File: config.mk
export PLATFORM = sky130hd
export DESIGN_NAME = tpu_datapath
export DESIGN_NICKNAME = d
export VERILOG_FILES = /design/src/logic/tpu_array_pkg.sv /design/src/logic/tpu_vpu_pkg.sv /design/src/logic/acc_stream_if.sv /design/src/logic/acc_fifo.sv /design/src/logic/activation_unit.sv /design/src/logic/matmul_array.sv /design/src/logic/tpu_datapath.sv
export SDC_FILE = /design/constraint.sdc
export NUM_CORES = 2
export LEC_CHECK = 0
export ABC_CLOCK_PERIOD_IN_PS = 4100
export BUFFER_PORTS_ARGS = -buffer_cell sky130_fd_sc_hd__buf_4
export CAP_MARGIN = 20
export CORE_ASPECT_RATIO = 0.5
export CORE_MARGIN = 1
export CORE_UTILIZATION = 25
export DETAILED_ROUTE_END_ITERATION = 7
export PLACE_DENSITY = 0.36
export SLEW_MARGIN = 30
export SYNTH_ARGS = -nofsm -noshare
export SYNTH_HDL_FRONTEND = slang
export SYNTH_SLANG_ARGS = --single-unit
File: constraint.sdc
create_clock -name clk -period 4.1 [get_ports clk]
set_input_delay 0.205 -clock clk [delete_from_list [all_inputs] [get_ports clk]]
set_output_delay 0.205 -clock clk [all_outputs]
set_load 0.01 [all_outputs]
File: src/logic/tpu_array_pkg.sv
package tpu_array_pkg;

    // ======================================================================
    // Matrix unit geometry
    // ======================================================================

    localparam int ARRAY_DIM = 3;                  // Rows and columns of the MXU

    localparam int DATA_W = 8;                     // Signed activation / weight byte

    // ======================================================================
    // Accumulation words
    // ======================================================================

    localparam int ACC_W = 32;                     // One column sum

    // Three bytes packed, byte i in bits [i*8 +: 8]
    localparam int VEC_W = ARRAY_DIM * DATA_W;

    // Three column sums, column j in bits [j*32 +: 32]
    localparam int ACC_VEC_W = ARRAY_DIM * ACC_W;

endpackage

File: src/logic/tpu_vpu_pkg.sv
package tpu_vpu_pkg;

    // ======================================================================
    // Post-processing
    // ======================================================================

    localparam int OUT_SHIFT = 4;                  // Arithmetic right shift before clamp

    // int8 range
    localparam int Q_MAX = 127;
    localparam int Q_MIN = -128;

    // ======================================================================
    // Buffering
    // ======================================================================

    // Accumulation queue between array and activation unit
    localparam int FIFO_DEPTH = 4;

endpackage

File: src/logic/acc_stream_if.sv
`timescale 1ns/1ps

interface acc_stream_if;
    import tpu_array_pkg::*;

    logic                 valid;       // Item present on data
    logic                 ready;       // Sink can take it this cycle
    logic [ACC_VEC_W-1:0] data;        // Three column sums
    logic                 last;        // Final vector of a batch

    // Producer side
    modport source (
        output valid, data, last,
        input  ready
    );

    // Consumer side
    modport sink (
        input  valid, data, last,
        output ready
    );

endinterface

File: src/logic/acc_fifo.sv
`timescale 1ns/1ps

module acc_fifo (
    input  logic       clk,
    input  logic       rst_n,
    acc_stream_if.sink   in_s,     // From the array
    acc_stream_if.source out_s     // To the activation unit
);
    import tpu_array_pkg::*;
    import tpu_vpu_pkg::*;

    logic [ACC_VEC_W-1:0]            mem_data [FIFO_DEPTH];   // Payload storage
    logic                            mem_last [FIFO_DEPTH];
    logic [$clog2(FIFO_DEPTH)-1:0]   wr_ptr, rd_ptr;
    logic [$clog2(FIFO_DEPTH+1)-1:0] count;                   // 0..FIFO_DEPTH entries
    logic wr_fire, rd_fire;

    assign in_s.ready  = (count != FIFO_DEPTH);   // Room for one more
    assign out_s.valid = (count != 0);
    assign out_s.data  = mem_data[rd_ptr];        // Head of queue
    assign out_s.last  = mem_last[rd_ptr];

    assign wr_fire = in_s.valid && in_s.ready;
    assign rd_fire = out_s.valid && out_s.ready;

    always_ff @(posedge clk) begin
        if (wr_fire) begin
            mem_data[wr_ptr] <= in_s.data;
            mem_last[wr_ptr] <= in_s.last;
        end
    end

    // ======================================================================
    // Pointers and occupancy
    // ======================================================================

    always_ff @(posedge clk or negedge rst_n) begin
        if (!rst_n) begin
            wr_ptr <= '0;
            rd_ptr <= '0;
            count  <= '0;
        end else begin
            if (wr_fire) wr_ptr <= (wr_ptr == FIFO_DEPTH - 1) ? '0 : wr_ptr + 1'b1;
            if (rd_fire) rd_ptr <= (rd_ptr == FIFO_DEPTH - 1) ? '0 : rd_ptr + 1'b1;
            case ({wr_fire, rd_fire})
                2'b10:   count <= count + 1'b1;
                2'b01:   count <= count - 1'b1;
                default: count <= count;         // Idle or simultaneous push / pop
            endcase
        end
    end

    a_count_bound: assert property (@(posedge clk) disable iff (!rst_n)
        count <= FIFO_DEPTH);

    // Stalled head must not move
    a_head_stable: assert property (@(posedge clk) disable iff (!rst_n)
        out_s.valid && !out_s.ready |=> out_s.valid && $stable(out_s.data)
                                        && $stable(out_s.last));

endmodule

File: src/logic/activation_unit.sv
`timescale 1ns/1ps

module activation_unit (
    input  logic                            clk,
    input  logic                            rst_n,
    acc_stream_if.sink                      acc_in,
    input  logic                            relu_en,
    output logic                            res_valid,
    input  logic                            res_ready,
    output logic [tpu_array_pkg::VEC_W-1:0] res_data,   // Byte j = column j
    output logic                            res_last
);
    import tpu_array_pkg::*;
    import tpu_vpu_pkg::*;

    logic             acc_fire;
    logic [VEC_W-1:0] q_bytes;        // Quantized columns of the incoming item

    // ReLU, then shift, then clamp to int8
    function automatic logic [DATA_W-1:0] quantize(input logic signed [ACC_W-1:0] acc,
                                                   input logic relu);
        logic signed [ACC_W-1:0] v;
        v = acc;
        if (relu && v < 0) v = '0;
        v = v >>> OUT_SHIFT;
        if (v > Q_MAX)      return DATA_W'(Q_MAX);
        else if (v < Q_MIN) return DATA_W'(Q_MIN);
        else                return v[DATA_W-1:0];
    endfunction

    always_comb begin
        for (int j = 0; j < ARRAY_DIM; j++) begin
            q_bytes[j*DATA_W +: DATA_W] = quantize($signed(acc_in.data[j*ACC_W +: ACC_W]),
                                                   relu_en);
        end
    end

    // Take new item if output slot empty or draining now
    assign acc_in.ready = !res_valid || res_ready;
    assign acc_fire     = acc_in.valid && acc_in.ready;

    always_ff @(posedge clk or negedge rst_n) begin
        if (!rst_n) begin
            res_valid <= 1'b0;
        end else if (acc_in.ready) begin
            res_valid <= acc_in.valid;
        end
    end

    always_ff @(posedge clk) begin
        if (acc_fire) begin
            res_data <= q_bytes;
            res_last <= acc_in.last;           // Flag stays with its item
        end
    end

    a_res_hold: assert property (@(posedge clk) disable iff (!rst_n)
        res_valid && !res_ready |=> res_valid && $stable(res_data) && $stable(res_last));

endmodule

File: src/logic/matmul_array.sv
`timescale 1ns/1ps

module matmul_array (
    input  logic                           clk,
    input  logic                           rst_n,
    input  logic                           wt_valid,
    output logic                           wt_ready,
    input  logic [tpu_array_pkg::VEC_W-1:0] wt_data,   // One weight row, byte j = column j
    input  logic                           act_valid,
    output logic                           act_ready,
    input  logic [tpu_array_pkg::VEC_W-1:0] act_data,  // Byte i = row i
    input  logic                           act_last,
    acc_stream_if.source                   acc_out
);
    import tpu_array_pkg::*;

    logic signed [DATA_W-1:0]   wt_q   [ARRAY_DIM][ARRAY_DIM];  // Stationary weights [row][col]
    logic [$clog2(ARRAY_DIM)-1:0] wt_row;                       // Next row to load
    logic                       mat_loaded;                     // Full matrix seen since reset
    logic                       run_q;                          // High from first cycle after reset

    logic signed [2*DATA_W-1:0] prod_q [ARRAY_DIM][ARRAY_DIM];  // Stage 1 products
    logic                       s1_valid, s1_last;
    logic signed [ACC_W-1:0]    col_sum [ARRAY_DIM];            // Column sums of stage 1
    logic [ACC_VEC_W-1:0]       s2_data;
    logic                       s2_valid, s2_last;

    logic s1_adv, s2_adv;
    logic wt_fire, act_fire;
    logic [1:0] in_flight;                                      // Accepted, not yet handed on

    // ======================================================================
    // Handshake
    // ======================================================================

    assign s2_adv = !s2_valid || acc_out.ready;        // Stage 2 empties or is taken
    assign s1_adv = !s1_valid || s2_adv;

    // Weights only load into an empty pipeline
    assign wt_ready = run_q && !s1_valid && !s2_valid;

    // Pending weight beat wins over activations
    assign act_ready = mat_loaded && (wt_row == '0) && s1_adv && !wt_valid;

    assign wt_fire  = wt_valid && wt_ready;
    assign act_fire = act_valid && act_ready;

    // ======================================================================
    // Weight loading
    // ======================================================================

    always_ff @(posedge clk or negedge rst_n) begin
        if (!rst_n) begin
            run_q      <= 1'b0;
            wt_row     <= '0;
            mat_loaded <= 1'b0;
        end else begin
            run_q <= 1'b1;
            if (wt_fire) begin
                if (wt_row == ARRAY_DIM - 1) begin
                    wt_row     <= '0;               // Matrix complete so wrap for next reload
                    mat_loaded <= 1'b1;
                end else begin
                    wt_row <= wt_row + 1'b1;
                end
            end
        end
    end

    always_ff @(posedge clk) begin
        if (wt_fire) begin
            for (int j = 0; j < ARRAY_DIM; j++) begin
                wt_q[wt_row][j] <= $signed(wt_data[j*DATA_W +: DATA_W]);
            end
        end
    end

    // ======================================================================
    // Pipeline
    // ======================================================================

    always_ff @(posedge clk or negedge rst_n) begin
        if (!rst_n) begin
            s1_valid <= 1'b0;
            s2_valid <= 1'b0;
        end else begin
            if (s1_adv) s1_valid <= act_fire;
            if (s2_adv) s2_valid <= s1_valid;
        end
    end

    // Stage 1 product per cell of act byte i and weight (i, j)
    always_ff @(posedge clk) begin
        if (act_fire) begin
            for (int i = 0; i < ARRAY_DIM; i++) begin
                for (int j = 0; j < ARRAY_DIM; j++) begin
                    prod_q[i][j] <= $signed(act_data[i*DATA_W +: DATA_W]) * wt_q[i][j];
                end
            end
            s1_last <= act_last;
        end
    end

    // Sign-extended sum down each column
    always_comb begin
        for (int j = 0; j < ARRAY_DIM; j++) begin
            col_sum[j] = '0;
            for (int i = 0; i < ARRAY_DIM; i++) begin
                col_sum[j] = col_sum[j] + prod_q[i][j];
            end
        end
    end

    // Stage 2 registered sums
    always_ff @(posedge clk) begin
        if (s2_adv && s1_valid) begin
            for (int j = 0; j < ARRAY_DIM; j++) begin
                s2_data[j*ACC_W +: ACC_W] <= col_sum[j];
            end
            s2_last <= s1_last;
        end
    end

    assign acc_out.valid = s2_valid;
    assign acc_out.data  = s2_data;
    assign acc_out.last  = s2_last;

    // Items between activation accept and stream handoff
    always_ff @(posedge clk or negedge rst_n) begin
        if (!rst_n) begin
            in_flight <= '0;
        end else begin
            in_flight <= in_flight + 2'(act_fire) - 2'(acc_out.valid && acc_out.ready);
        end
    end

    // Load and compute phases never overlap
    a_no_dual_accept: assert property (@(posedge clk) disable iff (!rst_n)
        !(wt_fire && act_fire));

    a_no_load_in_flight: assert property (@(posedge clk) disable iff (!rst_n)
        wt_fire |-> in_flight == 2'd0);

endmodule

File: src/logic/tpu_datapath.sv
`timescale 1ns/1ps

module tpu_datapath (
    input  logic                            clk,
    input  logic                            rst_n,

    // Weight rows
    input  logic                            wt_valid,
    output logic                            wt_ready,
    input  logic [tpu_array_pkg::VEC_W-1:0] wt_data,

    // Activation vectors
    input  logic                            act_valid,
    output logic                            act_ready,
    input  logic [tpu_array_pkg::VEC_W-1:0] act_data,
    input  logic                            act_last,

    // int8 results
    output logic                            res_valid,
    input  logic                            res_ready,
    output logic [tpu_array_pkg::VEC_W-1:0] res_data,
    output logic                            res_last,

    input  logic                            relu_en    // Sampled per result item
);

    // ======================================================================
    // Stage links
    // ======================================================================

    acc_stream_if u_arr_to_fifo ();     // Array sums into queue
    acc_stream_if u_fifo_to_act ();     // Queue head into post-processing

    matmul_array u_matmul_array (
        .clk       (clk),
        .rst_n     (rst_n),
        .wt_valid  (wt_valid),
        .wt_ready  (wt_ready),
        .wt_data   (wt_data),
        .act_valid (act_valid),
        .act_ready (act_ready),
        .act_data  (act_data),
        .act_last  (act_last),
        .acc_out   (u_arr_to_fifo.source)
    );

    acc_fifo u_acc_fifo (
        .clk   (clk),
        .rst_n (rst_n),
        .in_s  (u_arr_to_fifo.sink),
        .out_s (u_fifo_to_act.source)
    );

    activation_unit u_activation_unit (
        .clk       (clk),
        .rst_n     (rst_n),
        .acc_in    (u_fifo_to_act.sink),
        .relu_en   (relu_en),
        .res_valid (res_valid),
        .res_ready (res_ready),
        .res_data  (res_data),
        .res_last  (res_last)
    );

endmodule

==> results.sh <==
export IMPL_status="finished, violations left"
export IMPL_violations="negative setup slack"
export IMPL_start_kind="flop"
export IMPL_h_tree_depth=2
export IMPL_grt_overflow=0
export IMPL_power_mw=48.2
export IMPL_worstMarginPinSlew_ns=0.852
export IMPL_drv_cap=0
export IMPL_grt_pass1_vias=28936
export IMPL_crit_path_max_fanout=4
export IMPL_die_area_um2=167000
export IMPL_synthDistinctLibCells=68
export IMPL_syn_area_per_cell_um2=11.6
export IMPL_num_rows=105
export IMPL_root_buffer="clkbuf_16"
export IMPL_synth_edff_count=457
export IMPL_cp_arrival_ns=4.96
export IMPL_yosysWarnings=0
export IMPL_cp_end_kind="flop"
export IMPL_seq_area_frac_synth_pct=34.0
export IMPL_hold_path_endpoint="u_matmul_array.prod_q[1][32]"
export IMPL_powerDensity_nw_per_um2=895
export IMPL_switching_share_pct=42.5
export IMPL_pwr_share_seq_pct=18.7
export IMPL_cpMaxStageDelayCell="fa_1"
export IMPL_wl_per_cell_um=17.8
export IMPL_fin_hold_ws_ns=0.148
export IMPL_vias=26393
export IMPL_setup_violations=39
export IMPL_intPower_mw=27.7
export IMPL_routed_via_density=4.08
export IMPL_die_x_um=578
export IMPL_async_reset_ff_share_pct=2.97
export IMPL_core_um2=164000
export IMPL_fin_nets=5140
export IMPL_path_cells="and2_4 > fa_1 > inv_2 > fa_1 > inv_2 > fa_1 > inv_1 > fa_1 > inv_2 > ha_4 > o21ai_1 > nor2_1 > or4_4 > a41o_1 > o41ai_2 > xnor2_1"
export IMPL_peakVddDrop_mv=0.530
export IMPL_required_ns=4.45
export IMPL_clock_latency_ns=0.66
export IMPL_syn_nets=4475
export IMPL_fin_cells=6470
export IMPL_fin_crit_ns=4.61
export IMPL_worstRegToRegCells=16
export IMPL_grt_max_degree=36
export IMPL_synthFlopType="edfxtp_1"
export IMPL_fin_crit_sh_pct=112
export IMPL_track_usage_pct=14.0
export IMPL_finalSetupTns_ns=-8.68
export IMPL_clkPwrFrac_pct=10.4
export IMPL_synth_seq_cells=471
export IMPL_cts_buffers=55
export IMPL_slowest_delay_ns=0.52
export IMPL_antenna_found_initial=24
export IMPL_timing_rr_end="u_matmul_array.prod_q[2][31]"
export IMPL_drc_errors=0
export IMPL_netlist_instances=3564
export IMPL_min_from="act_data[8]"
export IMPL_rsz0062_at_grt="yes"
export IMPL_cts_sinks=471
export IMPL_setup_slack_ns=-0.508
export IMPL_cts_buffer_depth=3
export IMPL_comb_power_share_pct=70.9
export IMPL_min_path_type="in2reg"
export IMPL_critical_path_class="reg2reg"
export IMPL_clkTransAtPathRegs_ns=0.06
export IMPL_ant_nets=0
export IMPL_place_congestion=0.801
export IMPL_die_y_um=290
export IMPL_cp_num_buf_inv=4
export IMPL_ios=83
export IMPL_path_delay_family="adder cells"
export IMPL_place_inst=6238
export IMPL_leakagePower_nw=23.0
export IMPL_layout_drive_gt1_share_pct=29.8
export IMPL_wirelength_mm=115
export IMPL_timing_fmax_ghz=0.217
export IMPL_crit_top_cell="fa_1"
export IMPL_whs_path_depth=3
export IMPL_p_switching_mw=20.5
export IMPL_hpwl_mm=91.8
export IMPL_finClkSkew_ns=0.0510
export IMPL_finalMaxSlewViolations=0
export IMPL_cts_tree="yes"
export IMPL_fin_util_pct=32.8
export IMPL_r2r_slack_ns=-0.51
export IMPL_n_fill_cell=16706
export IMPL_syn_area_um2=41400
export IMPL_portBuffers=82
export IMPL_grt_first_pass_wirelength_mm=177
export IMPL_initial_utilization_pct=25.2
export IMPL_drt_iter0_drc=1127
export IMPL_dr_pass1_iters=7
export IMPL_rr_startpoint="u_matmul_array.wt_q[2][8]"
export IMPL_maxSlewHeadroom_pct=43.2
export IMPL_area_growth_pct=30.0
export IMPL_hold_viol_final=0
## registers in the layout, indices dropped and copies added (netlist names)
| name | count |
|---|---|
| u_acc_fifo.count | 3 |
| u_acc_fifo.mem_data | 168 |
| u_acc_fifo.mem_last | 4 |
| u_acc_fifo.rd_ptr | 2 |
| u_acc_fifo.wr_ptr | 2 |
| u_activation_unit.res_data | 24 |
| u_activation_unit.res_last | 1 |
| u_activation_unit.res_valid | 1 |
| u_matmul_array.acc_out.data | 42 |
| u_matmul_array.acc_out.last | 1 |
| u_matmul_array.acc_out.valid | 1 |
| u_matmul_array.mat_loaded | 1 |
| u_matmul_array.prod_q | 144 |
| u_matmul_array.run_q | 1 |
| u_matmul_array.s1_last | 1 |
| u_matmul_array.s1_valid | 1 |
| u_matmul_array.wt_q | 72 |
| u_matmul_array.wt_row | 2 |
## cell usage after synthesis (all sizes together), types with 23 or more instances
| master | number | area [µm²] |
|---|---|---|
| a21oi | 65 | 325 |
| ha | 315 | 3940 |
| edfxtp | 457 | 13700 |
| nor2b | 66 | 413 |
| o21ai | 73 | 365 |
| nor3 | 25 | 125 |
| nand2 | 173 | 649 |
| nor2 | 62 | 233 |
| xor2 | 44 | 385 |
| nand3 | 23 | 115 |
| xnor2 | 135 | 1180 |
| fa | 541 | 10800 |
| mux4 | 43 | 968 |
| a21o | 34 | 257 |
| and2 | 397 | 2480 |
| nand2b | 30 | 188 |
| clkbuf | 48 | 180 |
| inv | 806 | 3030 |
## cells in the final DEF, fill, tap and decap left out, drive strengths merged, types with 23 or more instances in the layout
| cell type | n |
|---|---|
| buf | 635 |
| nor3 | 25 |
| a21o | 34 |
| nor2 | 62 |
| dlygate4sd3 | 31 |
| nand2 | 173 |
| and2 | 397 |
| edfxtp | 457 |
| inv | 806 |
| nand2b | 30 |
| nor2b | 66 |
| clkbuf | 74 |
| mux4 | 43 |
| a21oi | 65 |
| o21ai | 73 |
| nand3 | 23 |
| xnor2 | 135 |
| fa | 541 |
| ha | 315 |
| xor2 | 44 |
## per-stage QoR
step | cell area (µm²) | setup slack [ns]
2_1_floorplan | 41900 | -0.394
3_3_place_gp | 48600 | -0.665
3_5_place_dp | 48600 | -0.663
4_1_cts | 53100 | -0.542
5_1_grt | 53900 | -0.695
6_report | 53900 | -0.508
## power groups by stage
| stage | Sequential (mW) | Clock (mW) | Combinational, mW |
|---|---|---|---|
| floorplan | 8.64 | 0 | 18.1 |
| global placement | 9.10 | 0 | 28.8 |
| detailed placement | 9.13 | 0 | 28.9 |
| CTS | 9.02 | 5.25 | 33.1 |
| global route | 9.13 | 5.41 | 38.2 |
| finish | 8.99 | 5.03 | 34.2 |
## cells by family (layout without fill, tap and decap cells)
family,Yosys count,in the layout,share of synthesized area (%)
xor gates and xnor gates,179,179,3.78
other,1,3,0.00905
AOI/OAI and AO/OA,288,288,4.67
buffers and inverters,864,1575,7.89
adders and majority gates,856,856,35.7
muxes,56,56,2.68
DFF,471,471,34.0
and+or+nand+nor,849,849,11.3
## timing repair
item,4_1_cts,5_1_grt
pin swaps,274,146
hold buffers,31,0
endpoints found under the hold margin,94,0
endpoints found under the setup margin,55,63
setup buffers,85,27
gates resized for setup,408,158
## routing by layer
layer	vias to the layer above	global-route usage (%)	wire, µm
li1	12734	-	-
met2	246	20.8	48100
met3	81	1.91	3690
met5	-	0	0
met1	13332	21.7	61600
met4	0	2.10	1430
## worst register-to-register path: cells and delay by family, from the launching register on
kind / cells / cell delay (ns)
AND/OR/NAND/NOR: 3 / 0.73
flip-flops: 1 / 0.50
XOR/XNOR: 1 / 0.14
adder cells (fa/ha/maj): 5 / 2.22
AO/OA/AOI/OAI: 3 / 0.58
buffers and inverters: 4 / 0.17
## how the worst max path moves through the flow
stage	startpoint	endpoint	cells after the start
after floorplan	u_matmul_array.wt_q[1][17]	u_matmul_array.prod_q[1][47]	16
after global placement	u_matmul_array.wt_q[1][20]	u_matmul_array.prod_q[1][47]	16
after detailed placement	u_matmul_array.wt_q[1][20]	u_matmul_array.prod_q[1][47]	16
after CTS	u_matmul_array.wt_q[2][8]	u_matmul_array.prod_q[2][31]	16
after global routing	u_matmul_array.wt_q[2][8]	u_matmul_array.prod_q[2][31]	16
final	u_matmul_array.wt_q[2][8]	u_matmul_array.prod_q[2][31]	16
## layout make-up
type	count	area [µm²]	share of cell area, %
Multi-Input combinational cell	2229	26600	49.4
Timing Repair Buffer	666	5580	10.4
Inverter	806	3040	5.65
Tap cell	2193	2740	5.09
Antenna cell	2	5.00	0.00929
Clock buffer	74	1480	2.74
Clock inverter	29	334	0.620
Sequential cell	471	14100	26.1
(Power assumes the default switching activity.)
